[src/memctl_pkg.sv]
/* Memory controller package
   Geometry constants and the shared types of the external memory controller */

`default_nettype none

package memctl_pkg;

   // ------------------------------
   // Geometry
   // ------------------------------

   // The cache index comes from address bits 5 to 0
   localparam int CACHE_INDEX_BITS = 6;
   // The tag is the rest of the word address, bits 15 to 6
   localparam int CACHE_TAG_BITS = 10;
   localparam int CACHE_LINES = 64;

   // Each byte on the SRAM gets four clocks, so one 16-bit access takes eight
   localparam int CYCLES_PER_BYTE = 4;
   localparam int ACCESS_CYCLES = 8;

   // ------------------------------
   // Types
   // ------------------------------

   // One CPU bus request, with sel already turned active high
   typedef struct packed {
      logic        sel;
      logic        vpa;
      logic        rnw;
      logic [15:0] addr;
      logic [15:0] wdata;
   } cpu_req_t;

   // One instruction cache entry
   typedef struct packed {
      logic [CACHE_TAG_BITS-1:0] tag;
      logic                      valid;
      logic [15:0]               data;
   } cache_line_t;

   // SRAM control strobes and address, all strobes active low
   typedef struct packed {
      logic        cs_b;
      logic        oe_b;
      logic        we_b;
      logic [18:0] addr;
   } ram_bus_t;

   // Byte phase of the external access
   typedef enum logic [1:0] {
      SEQ_IDLE,
      SEQ_LOW_BYTE,
      SEQ_HIGH_BYTE
   } seq_state_e;

endpackage

`default_nettype wire

[src/cpu_bus_port.sv]
/* CPU bus port
   Bundles the CPU pins into a request, stalls the CPU on a miss
   and picks the word returned to the CPU */

`timescale 1ns/1ps
`default_nettype none

module cpu_bus_port (
   input  wire                  ext_cs_b,
   input  wire                  vpa,
   input  wire                  cpu_rnw,
   input  wire  [15:0]          cpu_addr,
   input  wire  [15:0]          cpu_dout,
   input  wire                  hit,
   input  wire  [15:0]          hit_data,
   input  wire                  busy,
   input  wire  [15:0]          rdata,
   output memctl_pkg::cpu_req_t req,
   output logic                 cpu_clken,
   output logic [15:0]          ext_dout
);

   // ------------------------------
   // Request
   // ------------------------------

   // The decoder gives an active low select and the rest of the design wants it high
   always_comb begin
      req.sel   = !ext_cs_b;
      req.vpa   = vpa;
      req.rnw   = cpu_rnw;
      req.addr  = cpu_addr;
      req.wdata = cpu_dout;
   end

   // ------------------------------
   // Stall and read data
   // ------------------------------

   // The CPU is held while a selected request misses the cache
   // Busy covers counts 0 to 6 so the CPU is released in count 7 of the access
   // A hit never stalls because it is served in the same cycle
   assign cpu_clken = !(req.sel && !hit && busy);

   // Cached word on a hit, otherwise the word assembled from the two SRAM bytes
   // The SRAM word is only meaningful in count 7 when the CPU samples it
   assign ext_dout = hit ? hit_data : rdata;

endmodule

`default_nettype wire

[config.mk]
export PLATFORM = sky130hd
export DESIGN_NAME = cpu_bus_port
export DESIGN_NICKNAME = d
export VERILOG_FILES = /design/src/memctl_pkg.sv /design/src/cpu_bus_port.sv
export SDC_FILE = /design/constraint.sdc
export NUM_CORES = 1
export LEC_CHECK = 0
export ABC_AREA = 1
export BUFFER_PORTS_ARGS = -buffer_cell sky130_fd_sc_hd__buf_2
export CORE_ASPECT_RATIO = 0.8
export CORE_MARGIN = 5
export CORE_UTILIZATION = 21
export DETAILED_ROUTE_END_ITERATION = 7
export PLACE_DENSITY = 0.8
export SYNTH_ARGS = -nofsm -noshare
export SYNTH_HDL_FRONTEND = slang
export SYNTH_SLANG_ARGS = --single-unit
[constraint.sdc]
create_clock -name vclk -period 0.8
set_input_delay 0.12 -clock vclk [all_inputs]
set_output_delay 0.12 -clock vclk [all_outputs]
set_load 0.005 [all_outputs]
Yosys cells after proc, flatten, opt, wreduce, memory -nomap -nowiden
Index checks and enable logic that the tools add are counted.
{"block": "op_classes", "n_mux": 1, "n_reduce_logical": 5}
{"cell": "$mux 16", "count": 1}
{"cell": "$logic_not 1->1", "count": 3}
{"cell": "$logic_and 1x1->1", "count": 2}
{"block": "totals", "inputBits": 69, "word_cells": 6, "ff_bits": 0, "out_inout_bits": 52}

Depth between registers and ports, before layout
Gate-level depths: netlist (run 1).
{"block": "logic_depth", "word_depth": 4, "mapped_depth": 5, "ltp_nobuf": 3}

Worst setup path before layout (run 1)
OpenSTA, ideal clock, no wires.
{"block": "synth_timing", "kind": "input-to-output", "startpoint": "input hit", "endpoint": "output ext_dout[10]", "stages": 5, "n_path_buf": 2, "arrival_ps": 518, "path_slack_ps": 162, "t_required_ps": 680, "cell_sequence": "buf_6 > inv_8 > buf_8 > nand2_1 > nand2_1"}
{"block": "synth_via", "elab_chain_len": 1}
{"item": "start, declared", "line": "cpu_bus_port.sv:14", "rtl": "input wire hit,"}
{"item": "$mux 16", "line": "cpu_bus_port.sv:47", "rtl": "assign ext_dout = hit ? hit_data : rdata;"}
{"item": "end, declared", "line": "cpu_bus_port.sv:20", "rtl": "output logic [15:0] ext_dout"}
Every way passes these cells.

Worst setup path after layout (run 1)
Same ends and word-level chain as after synthesis.

==> summary.txt, run 1 <==
Final layout
  • Area Overhead vs Synth: 11.9%
  • Seq cells: 0
  • Storage element area: 0 um^2
  • Nets@finish: 179
  • Fillers: around 260
  • N_diodes: 0
  • Post-Layout Cell Count: between 100 and 150
  • Layout cells sized above 1: 56.5%
  • Most common cell after layout, fill and taps aside: buf_2
  • Most frequent cells in the layout: buf_2 (52), nand2_1 (45), nand2_2 (3)
  • CLK BUF: 0

STA
  • Final worst-path cycle share: 91.0%
  • Max-slew violation count: 0
  • Setup violators final: 0
  • Setup TNS: 0 ns
  • Max Clock Freq: about 1.4 GHz
  • Rel. slew slack: roughly 90%
  • Crit path time final: ~0.73 ns
  • Final Hold Fails: 0
  • Worst-Margin Slew: 0.123 ns
  • RSZ-0062 raised after global routing: false
  • Setup WS post-layout: about 0.072 ns

Logic synthesis
  • Synth top area share: 50.7%
  • Syn Inst Count: roughly 90
  • Syn. warnings: 0
  • Area contributors post-synth: buf_4 (51%), nand2_1 (34%), nand2_2 (3.7%)
  • Cell Area, Synth: slightly above 500 um^2
  • Syn avg cell area: ~5.7 um^2
  • Synth cell types: 9
  • Synth Net Count: ~160
  • Yosys top cell by area: buf_4
  • Register area share after synthesis: 0%

Global routing
  • Congestion Overflow GR: 0
  • Vias in the first global route: between 400 and 500
  • First-pass GRT wire length: 2030 um
  • Initial antenna violation count: 0
  • Largest net degree at the start of global routing: 18
  • Global-route usage over all layers: about 6.9%

Critical path
  • Critical Path AT: around 0.61 ns
  • Worst Setup End Kind: output pin
  • Crit Path Max Fanout: 8
  • Req. time, crit path: between 0.6 and 0.7 ns
  • Worst setup path class: in -> out
  • Type of origin of the critical path: primary input

Route
  • Metal2 WL: 732 um
  • Vias per cell: ~4.0
  • Post-route met1 wirelength: roughly 500 um
  • WL per Instance: approximately 11 um
  • DRT iter0 DRCs: 9
  • Antenna viol nets, final: 0
  • Vias: approximately 530
  • Post-Route WL: between 1000 and 1500 um
  • Uppermost layer routed: met4
  • Met3 Wirelength: approximately 200 um
  • First-pass iteration count of the detailed router: 2
  • DRC Markers: 0

Power
  • Switching share of power: approximately 44%
  • Clock share of power: 0%
  • Peak supply drop: about 0.16 mV
  • Leak: between 0.3 and 0.4 nW
  • Psw: ~0.13 mW
  • Internal: between 0.15 and 0.2 mW
  • Register share of total power: 0%
  • Total power divided by cell area: roughly 500 nW/um^2
  • Comb power frac: 100.0%

Placement
  • GP Congestion: 0.613
  • Port Buffers: 53
  • HPWL after DPL: between 1000 and 1500 um
  • Placed cell count: 132
  • Setup WS pre-CTS: -0.0244 ns

Die
  • Die X-Extent: ~65 um
  • Die area: 3480 um^2
  • Io pins: around 120
  • Chip height: approximately 54 um
  • Core Box Area: roughly 2200 um^2
  • Initial Utilization: 22.7%
  • FP Rows: 15

Run
  • Max-Cap Viols: 0

Clock tree
  • Post-CTS Hold Buffers: 0
  • Post-CTS Setup Inserts: 0

Outcome
  • Status: complete, no violations

Min path
  • Worst min path class: in -> out
  • Hold path cells: 0
critical path, stage by stage:
cell and delay, ns:
buf_6 0.13, buf_12 0.13, nand2_1 0.05, nand2_1 0.04
buf_2 0.12
cells by family (layout without fill, tap and decap cells):
| kind of cell | count (synthesis) | count (layout) | share of synthesized area [%] |
|---|---|---|---|
| buffers and inverters | 39 | 59 | 61.7 |
| and+or+nand+nor | 49 | 49 | 38.3 |
per-layer routing:
layer  up-vias  track usage [%]
met5         -                0
met4         0            0.702
met3         4             3.76
met2        38             13.6
met1       219             6.74
li1        267                -
worst paths after layout:
path / from / to / slack (ns)
setup / recovery: hit / ext_dout[10] / 0.07
hold / removal: cpu_dout[0] / req[0] / 0.24
cell type report:
| class | count | area (um^2) | share of cell area (%) |
|---|---|---|---|
| inverters | 2 | 20.0 | 3.56 |
| multi-input cells | 49 | 193 | 34.2 |
| well taps | 25 | 31.3 | 5.56 |
| repair buffers | 56 | 310 | 55.1 |
| repair inverters | 1 | 8.76 | 1.56 |
cell usage after synthesis:
master and count:
inv_1 1, buf_8 1, nand2_2 3, inv_8 1
clkbuf_8 1, nand2_1 45, buf_6 1, nand3_1 1
buf_4 34
power by group through the flow:
stage	logic [mW]	clock network, mW	registers, mW
after floorplan	0.255	0	0
after global placement	0.272	0	0
after detailed placement	0.275	0	0
after CTS	0.278	0	0
after global routing	0.324	0	0
final	0.283	0	0
stage by stage:
step / cell area, um^2 / utilization (%) / total power, mW / hold WS [ns]
global placement: 539 / 24.4 / 0.272 / 0.240
detailed placement: 539 / 24.4 / 0.275 / 0.240
finish: 563 / 25.4 / 0.283 / 0.240
floorplan: 503 / - / 0.255 / 0.274
CTS: 542 / 24.5 / 0.278 / 0.240
global route: 563 / 25.4 / 0.324 / 0.240
repair_timing:
item                                    in CTS  in global routing
hold endpoints to repair                     0                  0
gates cloned                                 0                  1
resized for setup                            1                  3
endpoints found under the setup margin       7                  4
(Power assumes the default switching activity.)
==> run 2: changes to the inputs <==
==> constraint.sdc (replaced) <==
create_clock -name vclk -period 0.8
set_input_delay 0.12 -clock vclk [all_inputs]
set_output_delay 0.12 -clock vclk [all_outputs]
set_load 0.01 [all_outputs]
==> summary.txt, run 2 (synthesis gave the netlist of run 1 again) <==
Final layout
  • Most common cell after layout, fill and taps aside: buf_2
  • Layout cells sized above 1: a little under three fifths
  • Nets@finish: between 150 and 200
  • Area Overhead vs Synth: 11.9%
  • Multi-input gate area: roughly 190 um^2
  • Fillers: roughly 250
  • N_diodes: 0
  • Storage element area: 0 um^2
  • Seq cells: 0
  • Most frequent cells in the layout: buf_2 (52), nand2_1 (45), nand2_2 (3)
  • CLK BUF: 0

Die
  • Core Box Area: around 2200 um^2
  • Die area: 3480 um^2
  • Initial Utilization: between 20% and 30%
  • Io pins: 121
  • FP Rows: 15
  • Die X-Extent: around 65 um
  • Chip height: 53.8 um

STA
  • Max Clock Freq: around 1.4 GHz
  • Max-slew violation count: 0
  • Worst-Margin Slew: about 0.12 ns
  • RSZ-0062 raised after global routing: false
  • Setup violators final: 0
  • Setup TNS: 0 ns
  • Hold WS: 0.240 ns
  • Final Hold Fails: 0
  • Rel. slew slack: 92.3%
  • Crit path time final: approximately 0.74 ns
  • Final worst-path cycle share: between 90 and 100%

Route
  • Vias per cell: between 3 and 4
  • DRC Markers: 0
  • DRT iter0 DRCs: 5
  • WL per Instance: just over 10 um
  • First-pass iteration count of the detailed router: 4
  • Antenna viol nets, final: 0
  • Vias: between 500 and 600
  • Post-Route WL: about 1400 um

Placement
  • HPWL after DPL: 1150 um
  • Port Buffers: 53
  • GP Congestion: between 0.6 and 0.7

Power
  • Total power divided by cell area: roughly 550 nW/um^2
  • Leak: between 0.3 and 0.4 nW
  • Peak supply drop: ~0.15 mV

Clock tree
  • Post-CTS Setup Inserts: 0
  • Post-CTS Hold Buffers: 0

Critical path
  • Crit-path slowest cell: buf_6
  • Critical Path AT: between 0.6 and 0.7 ns
  • Type of origin of the critical path: primary input
  • Crit Path Max Fanout: 9
  • Crit-path cells: buf_6, buf_12, nand2_1, nand2_1, buf_2
  • Worst setup path class: in -> out
  • Slowest stage delay, CP: approximately 0.13 ns
  • Worst Setup End Kind: output pin
  • Crit path top cell by count: nand2_1
  • Req. time, crit path: about 0.68 ns

Outcome
  • Status: complete, no violations

Global routing
  • Congestion Overflow GR: 0
  • Vias in the first global route: around 430
  • Largest net degree at the start of global routing: 18
  • First-pass GRT wire length: between 1500 and 2000 um
  • Global-route usage over all layers: approximately 6.4%
  • Initial antenna violation count: 0

Run
  • Max-Cap Viols: 0

Min path
  • Worst min path class: in -> out
## run 2: what timing repair did
action                     CTS  global route
gates cloned                 0             1
setup endpoints to repair   11             6
resized for setup            1             3
## run 2: power by group
group          switching (mW)  leakage (nW)  total, mW  internal [mW]
registers                   0             0          0              0
clock network               0             0          0              0
logic                   0.149         0.393      0.308          0.159
## run 2: path summary, 6_finish.rpt
path,startpoint,endpoint,slack (ns),cells past startpoint
worst max-delay path,hit,ext_dout[10],0.06,5
worst min-delay path,cpu_dout[0],req[0],0.24,0
## run 2: final cells by class
type | count | area share [%]
timing repair inverter | 1 | 1.56
tap | 25 | 5.56
multi-input combinational | 49 | 34.2
timing repair buffer | 56 | 55.1
inverter | 2 | 3.56
## run 2: metrics by stage
stage,util (%),worst slack (ns),cells,area [um^2],power [mW]
2_1_floorplan,-,0.131,88,503,0.319
3_3_place_gp,24.4,-0.0230,132,539,0.300
3_5_place_dp,24.4,-0.0236,132,539,0.302
4_1_cts,24.5,0.0279,132,542,0.305
5_1_grt,25.4,0.00811,133,563,0.349
6_report,25.4,0.0637,133,563,0.308
## run 2: worst max-delay path, delay by kind of cell
kind          cells  cell delay, ns
buf+inv           3            0.39
simple gates      2            0.10
## run 2: per-layer routing
metal / up-vias / wire, um / GRT usage [%]
li1: 266 / - / -
met1: 209 / 514 / 6.62
met2: 38 / 647 / 11.4
met3: 4 / 209 / 3.97
met4: 0 / 9 / 0.702
met5: - / 0 / 0
==> run 3: changes to the inputs <==
--- a/config.mk
+++ b/config.mk
@@ -7,7 +7,7 @@
 export LEC_CHECK = 0
 export ABC_AREA = 1
 export BUFFER_PORTS_ARGS = -buffer_cell sky130_fd_sc_hd__buf_2
-export CORE_ASPECT_RATIO = 0.8
+export CORE_ASPECT_RATIO = 1.75
 export CORE_MARGIN = 5
 export CORE_UTILIZATION = 21
 export DETAILED_ROUTE_END_ITERATION = 7
==> summary.txt, run 3 (synthesis gave the netlist of run 1 again) <==
Die
  • Core Box Area: 2300 um^2
  • Die area: roughly 3500 um^2
  • Chip height: 74.7 um
  • FP Rows: 23
  • Initial Utilization: ~22%
  • Io pins: 121
  • Die X-Extent: 47.0 um

STA
  • Max-slew violation count: 0
  • Crit path time final: between 0.7 and 0.8 ns
  • Rel. slew slack: 93.2%
  • Setup WS post-layout: 0.0632 ns
  • Setup TNS: 0 ns
  • Hold WS: approximately 0.24 ns
  • Worst-Margin Slew: 0.102 ns
  • RSZ-0062 raised after global routing: false
  • Final worst-path cycle share: a little over 90%
  • Max Clock Freq: 1.36 GHz
  • Setup violators final: 0
  • Final Hold Fails: 0

Outcome
  • Status: complete, no violations

Route
  • DRC Markers: 0
  • Vias: around 540
  • Antenna viol nets, final: 0
  • DRT iter0 DRCs: 2
  • First-pass iteration count of the detailed router: 2
  • WL per Instance: 13.2 um
  • Vias per cell: between 4 and 5
  • Post-Route WL: between 1500 and 2000 um

Final layout
  • Final Core Density: between 20% and 30%
  • Nets@finish: approximately 180
  • Post-Layout Cell Count: between 100 and 150
  • Storage element area: 0 um^2
  • Layout cells sized above 1: approximately 56%
  • Area Overhead vs Synth: 12.7%
  • N_diodes: 0
  • CLK BUF: 0
  • Multi-input gate area: 193 um^2
  • Fillers: ~280
  • Seq cells: 0
  • Finished Cell Area: between 500 and 600 um^2
  • Most common cell after layout, fill and taps aside: buf_2
  • Most frequent cells in the layout: buf_2 (52), nand2_1 (45), nand2_2 (3)

Placement
  • Setup WS pre-CTS: -0.0340 ns
  • HPWL after DPL: 1460 um
  • Port Buffers: 53
  • GP Congestion: 0.630
  • Placed cell count: roughly 130
  • Post-DP Area: 539 um^2

Global routing
  • Global-route usage over all layers: 8.32%
  • First-pass GRT wire length: roughly 2100 um
  • Initial antenna violation count: 0
  • Congestion Overflow GR: 0
  • Vias in the first global route: 481
  • Largest net degree at the start of global routing: 18

Power
  • Leak: 0.394 nW
  • Peak supply drop: about 0.17 mV
  • Total power divided by cell area: 557 nW/um^2
  • Total Power: 0.316 mW

Critical path
  • Crit Path Max Fanout: 9
  • Type of origin of the critical path: primary input
  • Worst setup path class: in -> out
  • Worst Setup End Kind: output pin
  • Req. time, crit path: between 0.6 and 0.7 ns
  • Critical Path AT: around 0.62 ns

Min path
  • Worst min path class: in -> out

Clock tree
  • Post-CTS Setup Inserts: 0

Run
  • Max-Cap Viols: 0
[run 3: cell types whose count changed in the layout (fill, tap and decap cells not counted)]
cell / delta
buf_6: -1
buf_8: +1
[run 3: layout make-up]
cell class,instances,area share [%]
timing repair buffer,56,55.4
timing repair inverter,1,1.55
inverter,2,3.53
multi-input combinational,49,34.0
tap,25,5.52
[run 3: path summary, 6_finish.rpt]
path	startpoint	endpoint	depth (start not counted)	slack [ns]
setup / recovery	hit	ext_dout[5]	5	0.06
hold / removal	cpu_dout[0]	req[0]	0	0.24
[run 3: per-layer routing]
metal | wire, um | vias to the layer above | part of all wire, % | global-route usage [%]
met5 | 0 | - | 0 | 0
met4 | 167 | 0 | 9.5 | 8.31
met3 | 342 | 28 | 20 | 1.44
met2 | 781 | 44 | 45 | 15.6
met1 | 460 | 205 | 26 | 6.29
li1 | - | 267 | - | -
[run 3: critical path, stage by stage]
cell	delay, ns
buf_8	0.13
buf_12	0.13
nand2_1	0.05
nand2_1	0.05
buf_2	0.13
[run 3: report_power, final]
part / leakage [nW] / total (mW) / internal, mW / switching [mW]
combinational: 0.394 / 0.316 / 0.161 / 0.154
clock: 0 / 0 / 0 / 0
sequential: 0 / 0 / 0 / 0
[run 3: timing repair]
action                     4_1_cts  5_1_grt
resized for setup                1        4
setup endpoints to repair        8        5
gates cloned                     0        1
hold buffers                     0        0
